### config.mk
export PLATFORM = sky130hd
export DESIGN_NAME = la_control_flat
export DESIGN_NICKNAME = d
export VERILOG_FILES = /design/src/logic/nebula_map_pkg.sv /design/src/logic/wb_pkg.sv /design/src/logic/wb_if.sv /design/src/logic/la_control.sv /design/src/flat_wrapper.sv
export SDC_FILE = /design/constraint.sdc
export NUM_CORES = 1
export LEC_CHECK = 0
export ABC_AREA = 1
export BUFFER_PORTS_ARGS = -buffer_cell sky130_fd_sc_hd__buf_2
export CAP_MARGIN = 10
export CELL_PAD_IN_SITES_DETAIL_PLACEMENT = 0
export CELL_PAD_IN_SITES_GLOBAL_PLACEMENT = 2
export CORE_AREA = 2 2 192 194
export CTS_BUF_LIST = sky130_fd_sc_hd__clkbuf_4
export CTS_CLUSTER_DIAMETER = 60
export DETAILED_ROUTE_END_ITERATION = 8
export DIE_AREA = 0 0 194 196
export HOLD_SLACK_MARGIN = 0.02
export PLACE_DENSITY = 0.68
export SYNTH_ARGS = -nofsm -noshare
export SYNTH_HDL_FRONTEND = slang
export SYNTH_SLANG_ARGS = --single-unit
### constraint.sdc
create_clock -name wb_clk_i -period 3.5 [get_ports wb_clk_i]
set_input_delay 0.35 -clock wb_clk_i [delete_from_list [all_inputs] [get_ports wb_clk_i]]
set_output_delay 0.35 -clock wb_clk_i [all_outputs]
set_load 0.01 [all_outputs]
### src/logic/nebula_map_pkg.sv
// --------------------------------------------------------------------------
// User-area address map, register offsets and pad / analyzer sizes
// --------------------------------------------------------------------------
`default_nettype none

package nebula_map_pkg;

    // Region bases, each region is 4 KiB
    localparam logic [31:0] SRAM_BASE   = 32'h3000_0000;
    localparam logic [31:0] GPIO_BASE   = 32'h3000_1000;
    localparam logic [31:0] LA_BASE     = 32'h3000_2000;
    localparam logic [31:0] REGION_MASK = 32'hFFFF_F000;

    // Byte offset bits inside one region
    localparam int unsigned OFS_W = 12;

    // Register offsets within the GPIO and LA regions
    localparam logic [OFS_W-1:0] GPIO_SEL_OFS = 12'h000; // First of the pad select words
    localparam logic [OFS_W-1:0] LA_SEL_OFS   = 12'h000; // Lane select word

    // Returned by the default responder
    localparam logic [31:0] UNMAPPED_DATA = 32'h0000_0000;

    // Pads and analyzer
    localparam int unsigned NUM_PADS       = 38;
    localparam int unsigned LA_W           = 128;
    localparam int unsigned GPIO_SEL_W     = 4;  // Team select per pad or lane
    localparam int unsigned GPIO_SEL_WORDS = 5;  // 8 pads per word

    // Top level default only
    localparam int unsigned NUM_TEAMS_DEF = 2;

endpackage

`default_nettype wire

### src/logic/wb_pkg.sv
// --------------------------------------------------------------------------
// Wishbone widths and arbitrator state encoding
// --------------------------------------------------------------------------
`default_nettype none

package wb_pkg;

    localparam int unsigned ADR_W = 32;
    localparam int unsigned DAT_W = 32;
    localparam int unsigned SEL_W = 4;

    localparam int unsigned BYTE_W  = DAT_W / SEL_W;   // Bits per byte lane
    localparam int unsigned ADR_LSB = $clog2(SEL_W);   // First word address bit

    // Which manager owns the shared bus
    typedef enum logic [1:0] {
        ARB_IDLE  = 2'd0,
        ARB_GNT_A = 2'd1,
        ARB_GNT_B = 2'd2
    } arb_state_t;

endpackage

`default_nettype wire

### src/logic/wb_if.sv
// --------------------------------------------------------------------------
// Classic Wishbone bus with manager and sub modports
// --------------------------------------------------------------------------
`timescale 1ns/10ps
`default_nettype none

interface wb_if import wb_pkg::*; ();

    // Manager side
    logic             cyc;
    logic             stb;
    logic             we;
    logic [SEL_W-1:0] sel;
    logic [ADR_W-1:0] adr;
    logic [DAT_W-1:0] dat_w;

    // Sub side
    logic [DAT_W-1:0] dat_r;
    logic             ack;

    modport manager (output cyc, stb, we, sel, adr, dat_w, input dat_r, ack);
    modport sub     (input cyc, stb, we, sel, adr, dat_w, output dat_r, ack);

endinterface

`default_nettype wire

### src/logic/la_control.sv
// --------------------------------------------------------------------------
// Analyzer lane select register and per-lane output mux
// --------------------------------------------------------------------------
`timescale 1ns/10ps
`default_nettype none

module la_control import wb_pkg::*, nebula_map_pkg::*; #(
    parameter int unsigned NUM_TEAMS = 2
) (
    input  logic                      wb_clk_i,
    input  logic                      arst_n_i,
    wb_if.sub                         bus,
    input  logic [NUM_TEAMS*LA_W-1:0] team_la_data_i,
    output logic [LA_W-1:0]           la_data_o
);

    localparam int unsigned LANES     = LA_W / DAT_W;
    localparam int unsigned SEL_BYTES = LANES * GPIO_SEL_W / BYTE_W;

    logic [LANES*GPIO_SEL_W-1:0] lane_sel_q; // Same 4-bit team code as the pads
    logic                        reg_ok, access;

    assign reg_ok = (bus.adr[OFS_W-1:ADR_LSB] == LA_SEL_OFS[OFS_W-1:ADR_LSB]);
    assign access = bus.cyc & bus.stb & ~bus.ack;

    always_ff @(posedge wb_clk_i or negedge arst_n_i) begin
        if (!arst_n_i) begin
            lane_sel_q <= '0;
            bus.ack    <= 1'b0;
        end else begin
            bus.ack <= access;
            if (access && bus.we && reg_ok) begin
                for (int b = 0; b < SEL_BYTES; b++) begin
                    if (bus.sel[b]) lane_sel_q[b*BYTE_W +: BYTE_W] <= bus.dat_w[b*BYTE_W +: BYTE_W];
                end
            end
        end
    end

    always_ff @(posedge wb_clk_i) begin
        if (access) bus.dat_r <= reg_ok ? DAT_W'(lane_sel_q) : '0;
    end

    always_comb begin
        logic [GPIO_SEL_W-1:0] lsel;
        for (int l = 0; l < LANES; l++) begin
            lsel = lane_sel_q[l*GPIO_SEL_W +: GPIO_SEL_W];
            la_data_o[l*DAT_W +: DAT_W] = '0;
            if (lsel != '0 && lsel <= NUM_TEAMS) begin
                la_data_o[l*DAT_W +: DAT_W] = team_la_data_i[(lsel - 1)*LA_W + l*DAT_W +: DAT_W];
            end
        end
    end

endmodule

`default_nettype wire

### src/flat_wrapper.sv
// flat-port wrapper written by rule: the top's interface ports become plain ports
module la_control_flat import wb_pkg::*, nebula_map_pkg::*;
#(
    parameter int unsigned NUM_TEAMS = 2
)
  (wb_clk_i, arst_n_i, team_la_data_i, la_data_o, bus_cyc, bus_stb, bus_we, bus_sel, bus_adr, bus_dat_w, bus_dat_r, bus_ack);
  wb_if bus_i ();
  input  logic wb_clk_i;
  input  logic arst_n_i;
  input  logic [NUM_TEAMS*LA_W-1:0] team_la_data_i;
  output logic [LA_W-1:0] la_data_o;
  input wire logic [$bits(bus_i.cyc)-1:0] bus_cyc;
  input wire logic [$bits(bus_i.stb)-1:0] bus_stb;
  input wire logic [$bits(bus_i.we)-1:0] bus_we;
  input wire logic [$bits(bus_i.sel)-1:0] bus_sel;
  input wire logic [$bits(bus_i.adr)-1:0] bus_adr;
  input wire logic [$bits(bus_i.dat_w)-1:0] bus_dat_w;
  output wire logic [$bits(bus_i.dat_r)-1:0] bus_dat_r;
  output wire logic [$bits(bus_i.ack)-1:0] bus_ack;
  assign bus_i.cyc = bus_cyc;
  assign bus_i.stb = bus_stb;
  assign bus_i.we = bus_we;
  assign bus_i.sel = bus_sel;
  assign bus_i.adr = bus_adr;
  assign bus_i.dat_w = bus_dat_w;
  assign bus_dat_r = bus_i.dat_r;
  assign bus_ack = bus_i.ack;
  la_control #(.NUM_TEAMS(NUM_TEAMS)) u_core (.wb_clk_i(wb_clk_i), .arst_n_i(arst_n_i), .bus(bus_i), .team_la_data_i(team_la_data_i), .la_data_o(la_data_o));
endmodule
==> impl_metrics.py <==
metrics = {
    "run_status": {
        "status": "finished, final reports clean",
    },
    "place": {
        "place_congestion": 0.705,
        "post-dp-hpwl_um": 14400,
        "port_buffers": 433,
        "placed_cell_area_mm2": 0.00654,
    },
    "floorplanning": {
        "rows": 70,
        "die_w_um": 194,
        "coreArea_mm2": 0.0361,
        "start_util": 0.111,
        "fp.dieArea_mm2": 0.0380,
        "ios": 490,
        "die_y_um": 196,
    },
    "logic_synthesis": {
        "yosys.area.top_type": "mux2i_1",
        "async_reset_ff_frac": 0.515,
        "yosys_warnings": 0,
        "syn_area_mm2": 0.00400,
        "synth-edff-count": 16,
        "synth_common_cells": "128 x mux2i_1, 108 x nor2_1, 33 x nand2_1",
        "seq_area_frac_synth": 0.226,
        "syn_inst": 462,
        "yosysMostFrequentCell": "mux2i_1",
        "synth_top_area_share": 0.320,
        "ys_ff_latch": 33,
        "synth_cell_types": 28,
        "yosys-top-cells-area": "mux2i_1 32%, edfxtp_1 12%, dfrtp_1 11%",
        "syn_area_per_cell_um2": 8.66,
        "synthFlopType": "dfrtp_1",
    },
    "sta": {
        "slew_violations": 0,
        "worstMarginPinSlew_ns": 0.960,
        "skew_ns": 0.00576,
        "post-route-period-util": 0.753,
        "fmax_ghz": 0.379,
        "rsz0062_at_grt": "false",
        "slew_headroom": 0.359,
        "min_period_ns": 2.64,
        "hold_viol": 0,
        "setup_viol": 0,
        "tns_ns": 0,
    },
    "global_routing": {
        "antenna_found_initial": 3,
        "grt_util_all_layers": 0.0840,
        "grt_max_degree": 34,
        "grt_first_pass_wirelength_um": 25000,
        "grt_overflow_total": 0,
        "grt_pass1_vias": 4507,
    },
    "min_path": {
        "min_path_type": "in2reg",
    },
    "detailed_routing": {
        "drtIter0Drc": 119,
        "wl_met1_um": 6990,
        "vias": 4665,
        "top_layer": "met5",
        "first_pass_iters": 4,
        "postRouteAntennaNets": 0,
        "met2RoutedLength_um": 8790,
        "routed_via_density": 3.46,
        "drc": 0,
        "wl_per_cell_um": 12.8,
        "route.met3.wl_um": 1390,
        "wl_um": 17300,
    },
    "clock_network": {
        "cts_buffer_depth": 2,
        "cts.reportedPaths.clkPinSlew_ns": 0.14,
        "clk_latency_ns": 0.37,
        "cts_max_level": 2,
        "cts_tree": "yes",
        "cts_buffers": 5,
        "clock_sinks": 33,
        "root_buffer": "clkbuf_4",
        "post-cts-setup-buffers": 0,
    },
    "setup_path": {
        "worstPathArrival_ns": 2.29,
        "crit_path_max_fanout": 17,
        "cp-end-kind": "primary output",
        "critPathRequiredTime_ns": 3.15,
        "critPathKind": "reg2out",
        "critPathLaunchType": "flip-flop",
    },
    "final_layout": {
        "synthToLayoutAreaGrowth_pct": 66.0,
        "final_area_mm2": 0.00664,
        "drive_above_1_share": 0.572,
        "fillers": 4138,
        "fin_nets": 1218,
    },
    "pwr": {
        "power_frac_clock": 0.332,
        "p_per_area_mw_per_mm2": 151,
        "comb_power_share": 0.255,
        "p_sw_w": 0.000292,
        "p_int_w": 0.000713,
        "p_sw_frac": 0.291,
        "ir_worst_vdd_uv": 101,
        "leakage_nw": 3.23,
        "power_frac_seq": 0.413,
    },
    "job": {
        "max-cap-violations": 0,
    },
}
## layer usage
layer | global-route usage | vias up
met4 | 0.0118 | 2
met3 | 0.0251 | 11
met5 | 0 | -
met1 | 0.0982 | 2029
li1 | - | 2382
met2 | 0.154 | 241
## cells by family (layout without fill, tap and decap cells)
group           count (synthesis)  in the layout  synth area share
flops                          33             33             0.226
mux                           128            128             0.320
buf+inv                        74            475             0.114
fa+ha+maj                      12             12            0.0375
other cells                     1             18          0.000937
simple gates                  208            208             0.281
compound gates                  6              6            0.0194
## placed cells by master (no fill, tap or decap)
cell and count:
diode_2 2, nor3_1 13, clkinvlp_4 1, inv_1 20
clkinv_4 1, conb_1 16, nor3_2 22, inv_2 1
a21boi_2 1, nand4_1 16, mux2i_1 128, o2111ai_2 3
nand3_4 2, o211ai_4 1, o21ai_4 1, nand2_1 33
dfrtp_2 4, nand3_2 1, inv_6 1, nor2_8 1
bufinv_16 1, dfrtp_1 13, edfxtp_1 16, clkbuf_4 5
buf_4 11, ha_1 12, buf_2 433, nor2_4 11
nand3b_4 1, nor2_1 108, dlygate4sd3_1 1
## cell type report
class / instances / area, um2 / area share
tap: 468 / 586 / 0.0882
sequential: 33 / 911 / 0.137
antenna: 2 / 5.00 / 0.000754
clock buffer: 5 / 37.5 / 0.00565
timing repair buffer: 445 / 2260 / 0.340
multi-input combinational: 370 / 2710 / 0.408
inverter: 22 / 87.6 / 0.0132
clock inverter: 3 / 46.3 / 0.00697
## final timing paths
check                                          start                   end  slack, ns  depth (start not counted)
worst max-delay path            u_core.lane_sel_q[5]         la_data_o[58]       0.86                          6
worst min-delay path                    bus_dat_w[8]  u_core.lane_sel_q[8]       0.21                          3
worst max register to register        u_core.bus.ack   u_core.bus.dat_r[1]       1.86                          2
worst min register to register  u_core.lane_sel_q[7]  u_core.lane_sel_q[7]       0.49                          2
max in group asynchronous                   arst_n_i  u_core.lane_sel_q[0]       2.65                          2
min in group asynchronous                   arst_n_i        u_core.bus.ack       0.47                          2
## critical path, cell delays in order (launching register included)
cell	delay, ns
dfrtp_1	0.40
inv_1	0.12
ha_1	0.25
o21ai_4	0.60
buf_4	0.30
nor3_1	0.06
buf_2	0.17
## registers in the layout, indices dropped and copies added (netlist names)
name and flops:
u_core.bus.dat_r 16, u_core.lane_sel_q 16, u_core.bus.ack 1
## power groups by stage
stage                     Combinational (W)  Clock (W)  Sequential, W
after global routing               0.000287   0.000367       0.000416
after global placement             0.000256          0       0.000423
after detailed placement           0.000261          0       0.000424
after floorplan                   0.0000876          0       0.000427
after CTS                          0.000263   0.000361       0.000416
final                              0.000257   0.000333       0.000415
## per-stage QoR
stage	utilization	total power (W)	hold slack, ns	setup slack [ns]	instances
4_1_cts	0.184	0.00104	0.154	0.810	1346
2_1_floorplan	-	0.000514	0.0544	1.38	477
6_report	0.184	0.00101	0.210	0.865	1348
5_1_grt	0.184	0.00107	0.167	0.719	1348
3_5_place_dp	0.181	0.000684	0.376	1.27	1337
3_3_place_gp	0.181	0.000680	0.372	1.29	1337
## what timing repair did
item / 4_1_cts / 5_1_grt
endpoints found under the setup margin: 0 / 0
hold buffers: 1 / 0
hold endpoints to repair: 17 / 0
resized for setup: 0 / 0
(Power assumes the default switching activity.)
