[src/logic/nebula_map_pkg.sv]
// --------------------------------------------------------------------------
// User-area address map, register offsets and pad / analyzer sizes
// --------------------------------------------------------------------------
`default_nettype none

package nebula_map_pkg;

    // Region bases, each region is 4 KiB
    localparam logic [31:0] SRAM_BASE   = 32'h3000_0000;
    localparam logic [31:0] GPIO_BASE   = 32'h3000_1000;
    localparam logic [31:0] LA_BASE     = 32'h3000_2000;
    localparam logic [31:0] REGION_MASK = 32'hFFFF_F000;

    // Byte offset bits inside one region
    localparam int unsigned OFS_W = 12;

    // Register offsets within the GPIO and LA regions
    localparam logic [OFS_W-1:0] GPIO_SEL_OFS = 12'h000; // First of the pad select words
    localparam logic [OFS_W-1:0] LA_SEL_OFS   = 12'h000; // Lane select word

    // Returned by the default responder
    localparam logic [31:0] UNMAPPED_DATA = 32'h0000_0000;

    // Pads and analyzer
    localparam int unsigned NUM_PADS       = 38;
    localparam int unsigned LA_W           = 128;
    localparam int unsigned GPIO_SEL_W     = 4;  // Team select per pad or lane
    localparam int unsigned GPIO_SEL_WORDS = 5;  // 8 pads per word

    // Top level default only
    localparam int unsigned NUM_TEAMS_DEF = 2;

endpackage

`default_nettype wire

[src/logic/wb_pkg.sv]
// --------------------------------------------------------------------------
// Wishbone widths and arbitrator state encoding
// --------------------------------------------------------------------------
`default_nettype none

package wb_pkg;

    localparam int unsigned ADR_W = 32;
    localparam int unsigned DAT_W = 32;
    localparam int unsigned SEL_W = 4;

    localparam int unsigned BYTE_W  = DAT_W / SEL_W;   // Bits per byte lane
    localparam int unsigned ADR_LSB = $clog2(SEL_W);   // First word address bit

    // Which manager owns the shared bus
    typedef enum logic [1:0] {
        ARB_IDLE  = 2'd0,
        ARB_GNT_A = 2'd1,
        ARB_GNT_B = 2'd2
    } arb_state_t;

endpackage

`default_nettype wire

[src/logic/wb_if.sv]
// --------------------------------------------------------------------------
// Classic Wishbone bus with manager and sub modports
// --------------------------------------------------------------------------
`timescale 1ns/10ps
`default_nettype none

interface wb_if import wb_pkg::*; ();

    // Manager side
    logic             cyc;
    logic             stb;
    logic             we;
    logic [SEL_W-1:0] sel;
    logic [ADR_W-1:0] adr;
    logic [DAT_W-1:0] dat_w;

    // Sub side
    logic [DAT_W-1:0] dat_r;
    logic             ack;

    modport manager (output cyc, stb, we, sel, adr, dat_w, input dat_r, ack);
    modport sub     (input cyc, stb, we, sel, adr, dat_w, output dat_r, ack);

endinterface

`default_nettype wire

[src/logic/gpio_control.sv]
// --------------------------------------------------------------------------
// Pad team select registers and pad output / output-enable mux
// --------------------------------------------------------------------------
`timescale 1ns/10ps
`default_nettype none

module gpio_control import wb_pkg::*, nebula_map_pkg::*; #(
    parameter int unsigned NUM_TEAMS = 2
) (
    input  logic                          wb_clk_i,
    input  logic                          arst_n_i,
    wb_if.sub                             bus,
    input  logic [NUM_TEAMS*NUM_PADS-1:0] team_gpio_out_i,
    input  logic [NUM_TEAMS*NUM_PADS-1:0] team_gpio_oeb_i,
    output logic [NUM_PADS-1:0]           io_out_o,
    output logic [NUM_PADS-1:0]           io_oeb_o
);

    localparam int unsigned PINS_PER_WORD = DAT_W / GPIO_SEL_W;
    localparam int unsigned IDX_W         = $clog2(GPIO_SEL_WORDS);

    logic [GPIO_SEL_WORDS-1:0][DAT_W-1:0] sel_q;
    logic [OFS_W-1:0]                     ofs;
    logic [IDX_W-1:0]                     idx;
    logic                                 reg_ok, access;

    assign ofs    = bus.adr[OFS_W-1:0] - GPIO_SEL_OFS;
    assign idx    = ofs[ADR_LSB +: IDX_W];
    assign reg_ok = (ofs[OFS_W-1:ADR_LSB] < GPIO_SEL_WORDS);
    assign access = bus.cyc & bus.stb & ~bus.ack;

    always_ff @(posedge wb_clk_i or negedge arst_n_i) begin
        if (!arst_n_i) begin
            sel_q   <= '0; // Every pad undriven
            bus.ack <= 1'b0;
        end else begin
            bus.ack <= access;
            if (access && bus.we && reg_ok) begin
                for (int b = 0; b < SEL_W; b++) begin
                    if (bus.sel[b]) sel_q[idx][b*BYTE_W +: BYTE_W] <= bus.dat_w[b*BYTE_W +: BYTE_W];
                end
            end
        end
    end

    always_ff @(posedge wb_clk_i) begin
        if (access) bus.dat_r <= reg_ok ? sel_q[idx] : '0;
    end

    always_comb begin
        logic [GPIO_SEL_W-1:0] pad_sel;
        for (int p = 0; p < NUM_PADS; p++) begin
            pad_sel     = sel_q[p / PINS_PER_WORD][(p % PINS_PER_WORD)*GPIO_SEL_W +: GPIO_SEL_W];
            io_out_o[p] = 1'b0;
            io_oeb_o[p] = 1'b1; // Not driven
            if (pad_sel != '0 && pad_sel <= NUM_TEAMS) begin
                io_out_o[p] = team_gpio_out_i[(pad_sel - 1) * NUM_PADS + p];
                io_oeb_o[p] = team_gpio_oeb_i[(pad_sel - 1) * NUM_PADS + p];
            end
        end
    end

endmodule

`default_nettype wire

[src/flat_wrapper.sv]
// flat-port wrapper written by rule: the top's interface ports become plain ports
module gpio_control_flat import wb_pkg::*, nebula_map_pkg::*;
#(
    parameter int unsigned NUM_TEAMS = 2
)
  (wb_clk_i, arst_n_i, team_gpio_out_i, team_gpio_oeb_i, io_out_o, io_oeb_o, bus_cyc, bus_stb, bus_we, bus_sel, bus_adr, bus_dat_w, bus_dat_r, bus_ack);
  wb_if bus_i ();
  input  logic wb_clk_i;
  input  logic arst_n_i;
  input  logic [NUM_TEAMS*NUM_PADS-1:0] team_gpio_out_i;
  input  logic [NUM_TEAMS*NUM_PADS-1:0] team_gpio_oeb_i;
  output logic [NUM_PADS-1:0] io_out_o;
  output logic [NUM_PADS-1:0] io_oeb_o;
  input wire logic [$bits(bus_i.cyc)-1:0] bus_cyc;
  input wire logic [$bits(bus_i.stb)-1:0] bus_stb;
  input wire logic [$bits(bus_i.we)-1:0] bus_we;
  input wire logic [$bits(bus_i.sel)-1:0] bus_sel;
  input wire logic [$bits(bus_i.adr)-1:0] bus_adr;
  input wire logic [$bits(bus_i.dat_w)-1:0] bus_dat_w;
  output wire logic [$bits(bus_i.dat_r)-1:0] bus_dat_r;
  output wire logic [$bits(bus_i.ack)-1:0] bus_ack;
  assign bus_i.cyc = bus_cyc;
  assign bus_i.stb = bus_stb;
  assign bus_i.we = bus_we;
  assign bus_i.sel = bus_sel;
  assign bus_i.adr = bus_adr;
  assign bus_i.dat_w = bus_dat_w;
  assign bus_dat_r = bus_i.dat_r;
  assign bus_ack = bus_i.ack;
  gpio_control #(.NUM_TEAMS(NUM_TEAMS)) u_core (.wb_clk_i(wb_clk_i), .arst_n_i(arst_n_i), .bus(bus_i), .team_gpio_out_i(team_gpio_out_i), .team_gpio_oeb_i(team_gpio_oeb_i), .io_out_o(io_out_o), .io_oeb_o(io_oeb_o));
endmodule
[config.mk]
export PLATFORM = sky130hd
export DESIGN_NAME = gpio_control_flat
export DESIGN_NICKNAME = d
export VERILOG_FILES = /design/src/logic/nebula_map_pkg.sv /design/src/logic/wb_pkg.sv /design/src/logic/wb_if.sv /design/src/logic/gpio_control.sv /design/src/flat_wrapper.sv
export SDC_FILE = /design/constraint.sdc
export NUM_CORES = 2
export LEC_CHECK = 0
export BUFFER_PORTS_ARGS = -buffer_cell sky130_fd_sc_hd__buf_2
export CAP_MARGIN = 0
export CORE_MARGIN = 4
export CORE_UTILIZATION = 35
export CTS_CLUSTER_DIAMETER = 150
export DETAILED_ROUTE_END_ITERATION = 7
export PLACE_DENSITY = 0.51
export SLEW_MARGIN = 40
export SYNTH_ARGS = -nofsm -noshare
export SYNTH_HDL_FRONTEND = slang
export SYNTH_SLANG_ARGS = --single-unit
[constraint.sdc]
create_clock -name wb_clk_i -period 18 [get_ports wb_clk_i]
set_input_delay 3.6 -clock wb_clk_i [delete_from_list [all_inputs] [get_ports wb_clk_i]]
set_output_delay 3.6 -clock wb_clk_i [all_outputs]
set_load 0.01 [all_outputs]
==> run_results.csv <==
group,metric,value,unit
outcome,status,"finished, final reports clean",
worst_setup_path,critical_path_buf_inv_count,2,
timing,slew_headroom,41.9,%
logic_synthesis,yosys_warnings,0,
timing,rsz0062_at_grt,"no",
power_and_ir_drop,p_leak,17.0,nW
drt,dr.pass1.iters,5,
placed_design,place_congestion,0.894,
placed_design,dp_hpwl,116000,um
drt,wire_per_inst,31.5,um
die,dieWidth,362,um
global_routing,grt_max_degree,73,
final_layout,fin_nets,4491,
final_layout,layout_commonest_cell,"mux4_2",
final_layout,area_delta_synth_final,7.28,%
timing,finalHoldViolations,0,
timing,slew_violations,0,
die,core_area,124000,sq um
timing,setup_viol,0,
logic_synthesis,syn_area_per_cell,11.4,sq um
worst_setup_path,cpMostUsedCell,"buf_2",
timing,skew,13.9,ps
final_layout,nFillCells,12113,
drt,num_vias,37147,
logic_synthesis,synth_top_area_share,40.0,%
clock_network,cts_tree,"built",
worst_setup_path,slowest_stage,"nor2b_1",
logic_synthesis,synth-seq-cells,193,
drt,first_iter_violations,4302,
logic_synthesis,synth_area_leaders,"mux4_2 40%, ha_1 11%, dfrtp_1 9.2%, mux2_2 5.0%, xnor2_1 3.8%",
timing,post-route-min-period,9550,ps
timing,max_freq,0.105,GHz
flow_run,maxCapViolCount,0,
global_routing,gr-total-overflow,0,
worst_setup_path,criticalPathCategory,"in2out",
logic_synthesis,ys_types,74,
logic_synthesis,synth_largest_area_cell,"mux4_2",
worst_setup_path,crit_fanout,18,
logic_synthesis,synth_area,43900,sq um
power_and_ir_drop,ir_drop,0.0000651,V
global_routing,grt_pass1_vias,36779,
logic_synthesis,synthCells,3862,
clock_network,postCtsResizedCells,0,
worst_setup_path,critical_path.top_delay_family,"buffers and inverters",
global_routing,antenna_found_initial,6,
drt,wl,173000,um
power_and_ir_drop,p_total,0.00135,W
die,dieArea,131000,sq um
clock_network,cts-htree-levels,4,
logic_synthesis,synth_edf_count,32,
clock_network,root_buffer,"clkbuf_16",
logic_synthesis,synth_nets,4505,
die,num_rows,129,
worst_setup_path,arrival,5950,ps
min_path,hp-class,"reg2reg",
worst_setup_path,slowest_delay,540,ps
drt,drcViolationCount,0,
final_layout,final_cell_mix,"781 x mux4_2, 366 x ha_1, 309 x buf_2",
clock_network,cts_hold_buf,0,
clock_network,clock_sinks,193,
die,start_util,35.4,%
power_and_ir_drop,p_per_area,28.7,nW/um^2
clock_network,clk_pin_slew,70,ps
worst_setup_path,required,14400,ps
timing,finalCritPeriodShare,53.1,%
logic_synthesis,yosysSeqAreaShare,11.4,%
die,io_pins,334,
timing,tns,0,ps
worst_setup_path,start_kind,"input port",
global_routing,grt_pass1_wl,252000,um
global_routing,grt_usage,25.8,%
timing,max_slew.worst_pin.slew,865,ps
clock_network,clock_path_buffers,2,
placed_design,port_buffers,311,
logic_synthesis,synth-async-reset-ratio,83.4,%
clock_network,cts_buffers,17,
drt,ant_nets,0,
final_layout,drive_gt1_share,37.3,%
worst_setup_path,endpoint_kind,"output pin",
clock_network,clock_latency,510,ps
drt,viasPerCell,6.75,
logic_synthesis,synth_flop_cell,"dfrtp_1",
clock_network,postCtsSetupBuffers,0,
worst_setup_path,crit_chain,"buf_2 -> mux4_2 -> nor2_1 -> a2111oi_0 -> mux2i_1 -> nor2b_1 -> buf_2",
die,die_h,362,um
-- Yosys cell counts, types with 4 or more instances --
cell type and count:
mux4_2 781, ha_1 380, clkbuf_1 278, mux2_2 195, xnor2_1 189, inv_1 177, nor2_1 177, dfrtp_1 161
nand2_1 155, xor2_1 153, mux2i_1 148, a21oi_1 140, nor3_1 119, buf_2 78, o21ai_0 71, nand3_1 54
nor3b_1 42, a21o_1 41, a211oi_1 40, a221oi_1 38, fa_1 38, buf_1 37, a22oi_1 34, nor2b_1 33
o21a_1 33, edfxtp_1 32, o211ai_1 20, a31oi_1 17, and2_1 17, and3_1 14, nand3b_1 13, buf_4 12
nand2b_1 12, o31ai_1 11, or3_1 11, o21ai_1 10, o211a_1 9, a311oi_1 7, nand4_1 7, o2111ai_1 6
inv_2 5, a2111oi_0 4, a21boi_0 4
-- worst paths after layout --
check	start	end	slack, ps	cells after the start
setup / recovery	team_gpio_out_i[66]	io_out_o[36]	8450	7
hold / removal	u_core.sel_q[159]	u_core.sel_q[159]	510	1
setup reg to reg	u_core.bus.ack	u_core.sel_q[4]	15240	6
hold reg to reg	u_core.sel_q[159]	u_core.sel_q[159]	510	1
max in group asynchronous	arst_n_i	u_core.sel_q[112]	13120	4
min in group asynchronous	arst_n_i	u_core.sel_q[4]	2930	1
-- layout make-up --
class / count / area (sq um) / area share, %
timing repair buffer: 375 / 2070 / 4.38
sequential: 193 / 5000 / 10.6
multi-input combinational: 3078 / 36700 / 78.0
clock inverter: 11 / 103 / 0.218
clock buffer: 21 / 472 / 1.00
inverter: 183 / 687 / 1.46
tap: 1637 / 2050 / 4.35
antenna: 5 / 12.5 / 0.0266
-- logic make-up after synthesis --
logic type | after synthesis | share of synthesized area [%]
AND/OR/NAND/NOR | 672 | 7.41
XOR/XNOR | 346 | 6.97
AO/OA/AOI/OAI | 518 | 7.86
multiplexers | 1124 | 48.4
buffers and inverters | 591 | 5.43
adder cells (fa/ha/maj) | 418 | 12.6
flip-flops | 193 | 11.4
-- layer usage --
layer,vias to the layer above,share of wire (%),global-route usage [%]
li1,15224,-,-
met5,-,0.0075,0
met4,2,4.4,10.0
met2,2764,45,40.6
met1,18756,37,32.9
met3,401,13,8.38
-- state kept, by name (all words and copies together) (netlist names) --
register / count
u_core.bus.ack: 1
u_core.sel_q: 160
u_core.bus.dat_r: 32
-- power by group --
part / internal [W] / switching [W]
sequential: 0.000446 / 0.00000220
combinational: 0.000204 / 0.000305
clock: 0.000203 / 0.000191
-- stage by stage --
stage,area (sq um),cells,hold slack [ps],util (%),setup WS [ps]
after floorplan,43900,3862,480,-,9230
after global placement,46300,5465,490,37.3,8600
after detailed placement,46400,5465,494,37.4,8590
after CTS,47000,5497,510,37.9,8250
after global routing,47100,5500,534,38.0,8260
final,47100,5503,511,38.0,8450
No activity file was read; power rests on OpenSTA's default activity.
