## src/logic/nebula_map_pkg.sv

```systemverilog
// --------------------------------------------------------------------------
// User-area address map, register offsets and pad / analyzer sizes
// --------------------------------------------------------------------------
`default_nettype none

package nebula_map_pkg;

    // Region bases, each region is 4 KiB
    localparam logic [31:0] SRAM_BASE   = 32'h3000_0000;
    localparam logic [31:0] GPIO_BASE   = 32'h3000_1000;
    localparam logic [31:0] LA_BASE     = 32'h3000_2000;
    localparam logic [31:0] REGION_MASK = 32'hFFFF_F000;

    // Byte offset bits inside one region
    localparam int unsigned OFS_W = 12;

    // Register offsets within the GPIO and LA regions
    localparam logic [OFS_W-1:0] GPIO_SEL_OFS = 12'h000; // First of the pad select words
    localparam logic [OFS_W-1:0] LA_SEL_OFS   = 12'h000; // Lane select word

    // Returned by the default responder
    localparam logic [31:0] UNMAPPED_DATA = 32'h0000_0000;

    // Pads and analyzer
    localparam int unsigned NUM_PADS       = 38;
    localparam int unsigned LA_W           = 128;
    localparam int unsigned GPIO_SEL_W     = 4;  // Team select per pad or lane
    localparam int unsigned GPIO_SEL_WORDS = 5;  // 8 pads per word

    // Top level default only
    localparam int unsigned NUM_TEAMS_DEF = 2;

endpackage

`default_nettype wire

```

## src/logic/wb_pkg.sv

```systemverilog
// --------------------------------------------------------------------------
// Wishbone widths and arbitrator state encoding
// --------------------------------------------------------------------------
`default_nettype none

package wb_pkg;

    localparam int unsigned ADR_W = 32;
    localparam int unsigned DAT_W = 32;
    localparam int unsigned SEL_W = 4;

    localparam int unsigned BYTE_W  = DAT_W / SEL_W;   // Bits per byte lane
    localparam int unsigned ADR_LSB = $clog2(SEL_W);   // First word address bit

    // Which manager owns the shared bus
    typedef enum logic [1:0] {
        ARB_IDLE  = 2'd0,
        ARB_GNT_A = 2'd1,
        ARB_GNT_B = 2'd2
    } arb_state_t;

endpackage

`default_nettype wire

```

## src/logic/wb_if.sv

```systemverilog
// --------------------------------------------------------------------------
// Classic Wishbone bus with manager and sub modports
// --------------------------------------------------------------------------
`timescale 1ns/10ps
`default_nettype none

interface wb_if import wb_pkg::*; ();

    // Manager side
    logic             cyc;
    logic             stb;
    logic             we;
    logic [SEL_W-1:0] sel;
    logic [ADR_W-1:0] adr;
    logic [DAT_W-1:0] dat_w;

    // Sub side
    logic [DAT_W-1:0] dat_r;
    logic             ack;

    modport manager (output cyc, stb, we, sel, adr, dat_w, input dat_r, ack);
    modport sub     (input cyc, stb, we, sel, adr, dat_w, output dat_r, ack);

endinterface

`default_nettype wire

```

## src/logic/wishbone_decoder.sv

```systemverilog
// --------------------------------------------------------------------------
// Address decoder, response mux and default responder for unmapped space
// --------------------------------------------------------------------------
`timescale 1ns/10ps
`default_nettype none

module wishbone_decoder import wb_pkg::*, nebula_map_pkg::*; #(
    parameter int unsigned SRAM_WORDS = 1024
) (
    input  logic  wb_clk_i,
    input  logic  arst_n_i,
    wb_if.sub     shared,
    wb_if.manager sram_bus,
    wb_if.manager gpio_bus,
    wb_if.manager la_bus
);

    logic [ADR_W-1:0] region;
    logic             hit_sram, hit_gpio, hit_la, miss;
    logic             def_ack_q;

    assign region   = shared.adr & REGION_MASK;
    assign hit_sram = (region == SRAM_BASE) && (shared.adr[OFS_W-1:ADR_LSB] < SRAM_WORDS);
    assign hit_gpio = (region == GPIO_BASE);
    assign hit_la   = (region == LA_BASE);
    assign miss     = !(hit_sram || hit_gpio || hit_la);

    // Request fan-out, stb only to the matching peripheral
    assign sram_bus.cyc   = shared.cyc;
    assign sram_bus.stb   = shared.stb & hit_sram;
    assign sram_bus.we    = shared.we;
    assign sram_bus.sel   = shared.sel;
    assign sram_bus.adr   = shared.adr;
    assign sram_bus.dat_w = shared.dat_w;

    assign gpio_bus.cyc   = shared.cyc;
    assign gpio_bus.stb   = shared.stb & hit_gpio;
    assign gpio_bus.we    = shared.we;
    assign gpio_bus.sel   = shared.sel;
    assign gpio_bus.adr   = shared.adr;
    assign gpio_bus.dat_w = shared.dat_w;

    assign la_bus.cyc     = shared.cyc;
    assign la_bus.stb     = shared.stb & hit_la;
    assign la_bus.we      = shared.we;
    assign la_bus.sel     = shared.sel;
    assign la_bus.adr     = shared.adr;
    assign la_bus.dat_w   = shared.dat_w;

    // Unmapped space acks once and writes nothing
    always_ff @(posedge wb_clk_i or negedge arst_n_i) begin
        if (!arst_n_i) begin
            def_ack_q <= 1'b0;
        end else begin
            def_ack_q <= shared.cyc & shared.stb & miss & ~def_ack_q;
        end
    end

    always_comb begin
        shared.ack   = def_ack_q;
        shared.dat_r = UNMAPPED_DATA;
        if (hit_sram) begin
            shared.ack   = sram_bus.ack;
            shared.dat_r = sram_bus.dat_r;
        end else if (hit_gpio) begin
            shared.ack   = gpio_bus.ack;
            shared.dat_r = gpio_bus.dat_r;
        end else if (hit_la) begin
            shared.ack   = la_bus.ack;
            shared.dat_r = la_bus.dat_r;
        end
    end

endmodule

`default_nettype wire

```

## src/flat_wrapper.sv

```systemverilog
// flat-port wrapper written by rule: the top's interface ports become plain ports
module wishbone_decoder_flat import wb_pkg::*, nebula_map_pkg::*;
#(
    parameter int unsigned SRAM_WORDS = 1024
)
  (wb_clk_i, arst_n_i, shared_cyc, shared_stb, shared_we, shared_sel, shared_adr, shared_dat_w, shared_dat_r, shared_ack, sram_bus_cyc, sram_bus_stb, sram_bus_we, sram_bus_sel, sram_bus_adr, sram_bus_dat_w, sram_bus_dat_r, sram_bus_ack, gpio_bus_cyc, gpio_bus_stb, gpio_bus_we, gpio_bus_sel, gpio_bus_adr, gpio_bus_dat_w, gpio_bus_dat_r, gpio_bus_ack, la_bus_cyc, la_bus_stb, la_bus_we, la_bus_sel, la_bus_adr, la_bus_dat_w, la_bus_dat_r, la_bus_ack);
  wb_if shared_i ();
  wb_if sram_bus_i ();
  wb_if gpio_bus_i ();
  wb_if la_bus_i ();
  input  logic wb_clk_i;
  input  logic arst_n_i;
  input wire logic [$bits(shared_i.cyc)-1:0] shared_cyc;
  input wire logic [$bits(shared_i.stb)-1:0] shared_stb;
  input wire logic [$bits(shared_i.we)-1:0] shared_we;
  input wire logic [$bits(shared_i.sel)-1:0] shared_sel;
  input wire logic [$bits(shared_i.adr)-1:0] shared_adr;
  input wire logic [$bits(shared_i.dat_w)-1:0] shared_dat_w;
  output wire logic [$bits(shared_i.dat_r)-1:0] shared_dat_r;
  output wire logic [$bits(shared_i.ack)-1:0] shared_ack;
  output wire logic [$bits(sram_bus_i.cyc)-1:0] sram_bus_cyc;
  output wire logic [$bits(sram_bus_i.stb)-1:0] sram_bus_stb;
  output wire logic [$bits(sram_bus_i.we)-1:0] sram_bus_we;
  output wire logic [$bits(sram_bus_i.sel)-1:0] sram_bus_sel;
  output wire logic [$bits(sram_bus_i.adr)-1:0] sram_bus_adr;
  output wire logic [$bits(sram_bus_i.dat_w)-1:0] sram_bus_dat_w;
  input wire logic [$bits(sram_bus_i.dat_r)-1:0] sram_bus_dat_r;
  input wire logic [$bits(sram_bus_i.ack)-1:0] sram_bus_ack;
  output wire logic [$bits(gpio_bus_i.cyc)-1:0] gpio_bus_cyc;
  output wire logic [$bits(gpio_bus_i.stb)-1:0] gpio_bus_stb;
  output wire logic [$bits(gpio_bus_i.we)-1:0] gpio_bus_we;
  output wire logic [$bits(gpio_bus_i.sel)-1:0] gpio_bus_sel;
  output wire logic [$bits(gpio_bus_i.adr)-1:0] gpio_bus_adr;
  output wire logic [$bits(gpio_bus_i.dat_w)-1:0] gpio_bus_dat_w;
  input wire logic [$bits(gpio_bus_i.dat_r)-1:0] gpio_bus_dat_r;
  input wire logic [$bits(gpio_bus_i.ack)-1:0] gpio_bus_ack;
  output wire logic [$bits(la_bus_i.cyc)-1:0] la_bus_cyc;
  output wire logic [$bits(la_bus_i.stb)-1:0] la_bus_stb;
  output wire logic [$bits(la_bus_i.we)-1:0] la_bus_we;
  output wire logic [$bits(la_bus_i.sel)-1:0] la_bus_sel;
  output wire logic [$bits(la_bus_i.adr)-1:0] la_bus_adr;
  output wire logic [$bits(la_bus_i.dat_w)-1:0] la_bus_dat_w;
  input wire logic [$bits(la_bus_i.dat_r)-1:0] la_bus_dat_r;
  input wire logic [$bits(la_bus_i.ack)-1:0] la_bus_ack;
  assign shared_i.cyc = shared_cyc;
  assign shared_i.stb = shared_stb;
  assign shared_i.we = shared_we;
  assign shared_i.sel = shared_sel;
  assign shared_i.adr = shared_adr;
  assign shared_i.dat_w = shared_dat_w;
  assign shared_dat_r = shared_i.dat_r;
  assign shared_ack = shared_i.ack;
  assign sram_bus_cyc = sram_bus_i.cyc;
  assign sram_bus_stb = sram_bus_i.stb;
  assign sram_bus_we = sram_bus_i.we;
  assign sram_bus_sel = sram_bus_i.sel;
  assign sram_bus_adr = sram_bus_i.adr;
  assign sram_bus_dat_w = sram_bus_i.dat_w;
  assign sram_bus_i.dat_r = sram_bus_dat_r;
  assign sram_bus_i.ack = sram_bus_ack;
  assign gpio_bus_cyc = gpio_bus_i.cyc;
  assign gpio_bus_stb = gpio_bus_i.stb;
  assign gpio_bus_we = gpio_bus_i.we;
  assign gpio_bus_sel = gpio_bus_i.sel;
  assign gpio_bus_adr = gpio_bus_i.adr;
  assign gpio_bus_dat_w = gpio_bus_i.dat_w;
  assign gpio_bus_i.dat_r = gpio_bus_dat_r;
  assign gpio_bus_i.ack = gpio_bus_ack;
  assign la_bus_cyc = la_bus_i.cyc;
  assign la_bus_stb = la_bus_i.stb;
  assign la_bus_we = la_bus_i.we;
  assign la_bus_sel = la_bus_i.sel;
  assign la_bus_adr = la_bus_i.adr;
  assign la_bus_dat_w = la_bus_i.dat_w;
  assign la_bus_i.dat_r = la_bus_dat_r;
  assign la_bus_i.ack = la_bus_ack;
  wishbone_decoder #(.SRAM_WORDS(SRAM_WORDS)) u_core (.wb_clk_i(wb_clk_i), .arst_n_i(arst_n_i), .shared(shared_i), .sram_bus(sram_bus_i), .gpio_bus(gpio_bus_i), .la_bus(la_bus_i));
endmodule
```

## config.mk

```make
export PLATFORM = sky130hd
export DESIGN_NAME = wishbone_decoder_flat
export DESIGN_NICKNAME = d
export VERILOG_FILES = /design/src/logic/nebula_map_pkg.sv /design/src/logic/wb_pkg.sv /design/src/logic/wb_if.sv /design/src/logic/wishbone_decoder.sv /design/src/flat_wrapper.sv
export SDC_FILE = /design/constraint.sdc
export NUM_CORES = 1
export LEC_CHECK = 0
export ABC_CLOCK_PERIOD_IN_PS = 3200
export BUFFER_PORTS_ARGS = -buffer_cell sky130_fd_sc_hd__buf_2
export CAP_MARGIN = 20
export CELL_PAD_IN_SITES_DETAIL_PLACEMENT = 1
export CELL_PAD_IN_SITES_GLOBAL_PLACEMENT = 1
export CORE_AREA = 2 2 160 162
export CTS_BUF_LIST = sky130_fd_sc_hd__clkbuf_8
export DETAILED_ROUTE_END_ITERATION = 8
export DIE_AREA = 0 0 162 164
export GPL_TIMING_DRIVEN = 0
export PLACE_DENSITY_LB_ADDON = 0.1
export RECOVER_POWER = 100
export SYNTH_ARGS = -nofsm -noshare
export SYNTH_HDL_FRONTEND = slang
export SYNTH_SLANG_ARGS = --single-unit
```

## constraint.sdc

```tcl
create_clock -name wb_clk_i -period 3.2 [get_ports wb_clk_i]
set_input_delay 0.48 -clock wb_clk_i [delete_from_list [all_inputs] [get_ports wb_clk_i]]
set_output_delay 0.48 -clock wb_clk_i [all_outputs]
set_load 0.01 [all_outputs]
```

==> results.yml, run 1 <==
sta:
  hold_viol_final: 0
  worst_pin_slew_ns: 0.746
  setup_slack_ns: 0.498
  layout_worst_path_cycle_share_pct: 84.4
  fin_skew_ns: 0
  period_needed_ns: 2.70
  grt_setup_unrepaired: "no"
  fmax_mhz: 370
  setup-violations-final: 0
  setup-tns-final_ns: 0
  finalMaxSlewViolations: 0
  relSlewSlack_pct: 50.3
outcome:
  status: "complete, no violations"
final_layout:
  area_growth_pct: 76.1
  fill_cells: 3260
  diodes: 0
  final_cells: 1077
  final_area_sq_um: 4570
  reg_top3: "u_core.def_ack_q x1"
  fin_util_pct: 18.4
  drive_gt1_share_pct: 50.5
  regMostFlops: "u_core.def_ack_q"
  layout.nets: 921
  largest_reg_flops: 1
route:
  antenna_left: 0
  num_vias: 3535
  routed_wl_microns: 14000
  routedWlPerCell_microns: 13.0
  avgViaCountPerCell: 3.28
  dr.pass1.iters: 4
  drcViolationCount: 0
  drtIter0Drc: 50
yosys:
  yosysTopAreaCell: "buf_4"
  ys_seq_area_share_pct: 0.963
  yosys_warnings: 0
  synth_cell_types: 23
  synth_seq_cells: 1
  async_flop_share_pct: 100
  yosys.cell_count.top_type: "buf_4"
  synthTopCellsByArea: "buf_4 (61%), mux2i_1 (12%), nor2_1 (9.7%)"
  syn_inst: 379
  synthFlopType: "dfrtp_1"
  synth_top_area_share_pct: 61.0
  synth_edf_count: 0
  synth_common_cells: "buf_4 (211), nor2_1 (67), a21oi_1 (33), mux2i_1 (32), clkbuf_1 (8)"
  syn_avg_cell_area_sq_um: 6.85
  synth_fp_nets: 551
  netlist_area_sq_um: 2600
place:
  place_inst: 1077
  dpl_cell_area_sq_um: 4850
  place.port_buffers: 368
  pre_cts_slack_ns: 0.558
  dp_hpwl_microns: 12900
  gp_congestion: 0.752
die:
  dieArea_sq_um: 26600
  ioPinCount: 418
  start_util_pct: 10.5
  die_h_microns: 164
  die_w_microns: 162
  rows: 58
  coreArea_sq_um: 24800
global_routing:
  grt_overflow_total: 0
  first_global_vias: 3671
  grt_pass1_wl_microns: 19600
  grt_max_degree: 11
  antenna_found_initial: 1
  grtUsageTotal_pct: 9.25
clock_network:
  cts.hold.buffers_added: 0
  clk_latency_ns: 0
  path_clk_slew_ns: 0
  cts_setup_buffers: 0
  cts.repair.resized: 0
setup_path:
  start_kind: "input port"
  path_buf_inv: 4
  crit_slowest_cell: "clkbuf_1"
  slowest_delay_ns: 0.59
  arrival_ns: 2.22
  crit_type: "in2out"
  crit_chain: "clkbuf_1 -> buf_4 -> clkbuf_1 -> mux2i_1 -> nor2_1 -> a21oi_1 -> nor2_1 -> clkbuf_1"
  cp.required_ns: 2.72
  critPathTopFamily: "buffers and inverters"
  end_kind: "output pin"
  crit_fanout: 10
  cpMostUsedCell: "clkbuf_1"
pwr:
  ir_worst_vdd_uv: 33.8
  powerDensity_nw_per_um2: 126
  leakagePower_uw: 0.00233
flow_run:
  maxCapViolations: 0
min_path:
  hold_path.class: "in2async"
==> per-stage QoR <==
step | total power, uW | hold slack, ns
after CTS | 622 | 0.261
final | 575 | 0.260
after global routing | 630 | 0.264
after global placement | 618 | 0.257
after detailed placement | 620 | 0.261
after floorplan | 367 | 0.184
==> area by class of cell <==
| class | count | area [sq um] | share of cell area, % |
|---|---|---|---|
| Buffer | 226 | 1660 | 36.3 |
| Timing Repair Buffer | 368 | 1580 | 34.5 |
| Multi-Input combinational cell | 151 | 895 | 19.6 |
| Tap cell | 330 | 413 | 9.03 |
| Sequential cell | 1 | 25.0 | 0.547 |
| Inverter | 1 | 3.75 | 0.0821 |
==> cells in the final DEF (no fill, tap or decap), types with 2 or more instances in the layout <==
cell type,n
nor2b_1,2
clkbuf_4,20
buf_4,191
clkbuf_1,221
nand2_1,3
nor2_1,67
nor4_1,2
buf_6,2
a21oi_1,33
mux2i_1,32
nor4b_2,2
buf_2,159
==> worst paths after layout <==
kind / startpoint / to / slack, ns / depth (start not counted)
worst max-delay path: shared_adr[13] / shared_dat_r[10] / 0.50 / 8
worst min-delay path: arst_n_i / u_core.def_ack_q$_DFF_PN0_ / 0.26 / 1
worst max register to register: u_core.def_ack_q$_DFF_PN0_ / u_core.def_ack_q$_DFF_PN0_ / 2.59 / 1
worst min register to register: u_core.def_ack_q$_DFF_PN0_ / u_core.def_ack_q$_DFF_PN0_ / 0.43 / 1
max in group asynchronous: arst_n_i / u_core.def_ack_q$_DFF_PN0_ / 2.85 / 1
min in group wb_clk_i: u_core.def_ack_q$_DFF_PN0_ / u_core.def_ack_q$_DFF_PN0_ / 0.43 / 1
==> routing by layer <==
metal / vias up / GRT usage (%) / routed length [microns]
li1: 1736 / - / -
met1: 1581 / 8.93 / 4520
met2: 214 / 20.1 / 8120
met3: 4 / 2.40 / 1340
met4: 0 / 0.362 / 64
met5: - / 0 / 0
==> report_power, final <==
group	internal (uW)	total, uW	switching, uW
sequential	13.6	14.0	0.412
combinational	309	561	252
clock	0	0	0
==> kinds of logic after synthesis <==
kind of cell           count (synthesis)  share of synthesized area [%]
muxes                                 32                           12.3
DFF                                    1                          0.963
buffers and inverters                227                           64.6
and+or+nand+nor                       82                           14.5
AOI/OAI and AO/OA                     37                           7.56
No activity file was read; power rests on OpenSTA's default activity.
==> inputs of run 2 (changes only) <==
--- a/config.mk
+++ b/config.mk
@@ -5,15 +5,15 @@
 export SDC_FILE = /design/constraint.sdc
 export NUM_CORES = 1
 export LEC_CHECK = 0
-export ABC_CLOCK_PERIOD_IN_PS = 3200
+export ABC_CLOCK_PERIOD_IN_PS = 2400
 export BUFFER_PORTS_ARGS = -buffer_cell sky130_fd_sc_hd__buf_2
 export CAP_MARGIN = 20
 export CELL_PAD_IN_SITES_DETAIL_PLACEMENT = 1
 export CELL_PAD_IN_SITES_GLOBAL_PLACEMENT = 1
-export CORE_AREA = 2 2 160 162
+export CORE_AREA = 2 2 161 163
 export CTS_BUF_LIST = sky130_fd_sc_hd__clkbuf_8
 export DETAILED_ROUTE_END_ITERATION = 8
-export DIE_AREA = 0 0 162 164
+export DIE_AREA = 0 0 163 165
 export GPL_TIMING_DRIVEN = 0
 export PLACE_DENSITY_LB_ADDON = 0.1
 export RECOVER_POWER = 100
==> constraint.sdc (replaced) <==
create_clock -name wb_clk_i -period 2.4 [get_ports wb_clk_i]
set_input_delay 0.36 -clock wb_clk_i [delete_from_list [all_inputs] [get_ports wb_clk_i]]
set_output_delay 0.36 -clock wb_clk_i [all_outputs]
set_load 0.01 [all_outputs]
==> run 2 against run 1 <==
- via count increased by 0.96%
- utilization is essentially flat
- sequential power grew 34%
- worst setup slack worse by 0.28 ns
- global-route usage hardly changed
- power is 34% higher
- worst hold slack got worse by 0.12 ns
- combinational power is 34% higher
- sequential share of layout area about the same
- wire length up 1.7%
- first-iteration DRC count grew 18%
- final cell count unchanged
- critical endpoint is now shared_dat_r[0]
- largest power group unchanged
- highest routed layer unchanged
==> results.yml, run 2 (synthesis gave the netlist of run 1 again) <==
outcome:
  status: "complete, no violations"
sta:
  finalMaxSlewViolations: 0
  fin_skew_ns: 0
  setup-violations-final: 0
  fmax_mhz: 457
  layout_worst_path_cycle_share_pct: 91.1
  relSlewSlack_pct: 68.1
  setup-tns-final_ns: 0
  period_needed_ns: 2.19
  grt_setup_unrepaired: "no"
  worst_pin_slew_ns: 0.479
  hold_viol_final: 0
  setup_slack_ns: 0.214
pwr:
  p_comb_share_pct: 97.6
  ir_worst_vdd_uv: 47.6
  p_switching_uw: 340
  p_int_uw: 431
  powerDensity_nw_per_um2: 168
  clkPwrFrac_pct: 0
  leakagePower_uw: 0.00237
  sequentialPowerShare_pct: 2.4
  netSwitchingFraction_pct: 44.1
global_routing:
  first_global_vias: 3752
  grt_max_degree: 11
  antenna_found_initial: 0
  grt_overflow_total: 0
  grtUsageTotal_pct: 9.23
  grt_pass1_wl_microns: 19700
final_layout:
  fin_util_pct: 18.4
  regMostFlops: "u_core.def_ack_q"
  fill_cells: 3259
  reg_top3: "u_core.def_ack_q x1"
  diodes: 0
  area_growth_pct: 77.2
  layout.nets: 921
  final_area_sq_um: 4600
  drive_gt1_share_pct: 52.2
  largest_reg_flops: 1
  final_cell_mix: "clkbuf_1 (208), buf_4 (194), buf_2 (148), nor2_1 (67), a21oi_1 (33)"
  layout_commonest_cell: "clkbuf_1"
die:
  die_w_microns: 163
  dieArea_sq_um: 26900
  rows: 58
  start_util_pct: 10.4
  ioPinCount: 418
  die_h_microns: 165
  coreArea_sq_um: 25000
clock_network:
  clk_latency_ns: 0
  cts.hold.buffers_added: 0
  path_clk_slew_ns: 0
setup_path:
  crit_chain: "buf_2 -> nor2b_1 -> clkbuf_1 -> clkbuf_1 -> a21oi_1 -> nor2_1 -> clkbuf_2"
  critPathTopFamily: "buffers and inverters"
  path_buf_inv: 4
  crit_slowest_cell: "clkbuf_1"
  end_kind: "output pin"
  crit_type: "in2out"
  crit_fanout: 10
  slowest_delay_ns: 0.44
  arrival_ns: 1.83
  cp.required_ns: 2.04
  start_kind: "input port"
  cpMostUsedCell: "clkbuf_1"
min_path:
  hold_path.class: "in2async"
place:
  place.port_buffers: 368
  gp_congestion: 0.734
  pre_cts_slack_ns: 0.0161
  dpl_cell_area_sq_um: 4850
  dp_hpwl_microns: 13100
route:
  dr.pass1.iters: 4
  routed_wl_microns: 14300
  avgViaCountPerCell: 3.31
  antenna_left: 0
  num_vias: 3569
  drcViolationCount: 0
  routedWlPerCell_microns: 13.3
  drtIter0Drc: 59
flow_run:
  maxCapViolations: 0
==> run 2: power by group through the flow <==
stage | clock [uW] | sequential [uW] | combinational [uW]
after floorplan | 0 | 18.4 | 471
after global placement | 0 | 18.6 | 808
after detailed placement | 0 | 18.7 | 813
after CTS | 0 | 18.7 | 816
after global routing | 0 | 18.8 | 827
final | 0 | 18.7 | 753
==> run 2: final timing paths <==
kind | start | end | slack (ns) | cells past startpoint
worst max-delay path | shared_adr[12] | shared_dat_r[0] | 0.21 | 7
worst min-delay path | arst_n_i | u_core.def_ack_q$_DFF_PN0_ | 0.14 | 1
worst max register to register | u_core.def_ack_q$_DFF_PN0_ | u_core.def_ack_q$_DFF_PN0_ | 1.72 | 1
worst min register to register | u_core.def_ack_q$_DFF_PN0_ | u_core.def_ack_q$_DFF_PN0_ | 0.45 | 1
max in group asynchronous | arst_n_i | u_core.def_ack_q$_DFF_PN0_ | 2.17 | 1
min in group wb_clk_i | u_core.def_ack_q$_DFF_PN0_ | u_core.def_ack_q$_DFF_PN0_ | 0.45 | 1
==> run 2: metrics by stage <==
stage          instances  hold slack, ns  power [uW]
2_1_floorplan        379          0.0644         490
3_3_place_gp        1077           0.137         826
3_5_place_dp        1077           0.141         832
4_1_cts             1077           0.140         835
5_1_grt             1077           0.141         845
6_report            1077           0.139         772
==> run 2: final cells by class <==
class | instances | area (sq um) | area share, %
flip-flops and latches | 1 | 25.0 | 0.544
well taps | 330 | 413 | 8.97
multi-input cells | 151 | 895 | 19.4
plain buffers | 226 | 1680 | 36.5
repair buffers | 368 | 1590 | 34.5
inverters | 1 | 3.75 | 0.0816
==> run 2: metal layers <==
metal	vias to the layer above	wire length, microns	track usage (%)
li1	1739	-	-
met4	0	60	0.402
met1	1606	4500	8.78
met3	4	1400	2.34
met2	220	8310	20.3
met5	-	0	0
==> run 2: repair_timing <==
| item | CTS | global route |
|---|---|---|
| setup endpoints to repair | 0 | 18 |
| setup buffers | 0 | 0 |
| gates resized for setup | 0 | 8 |
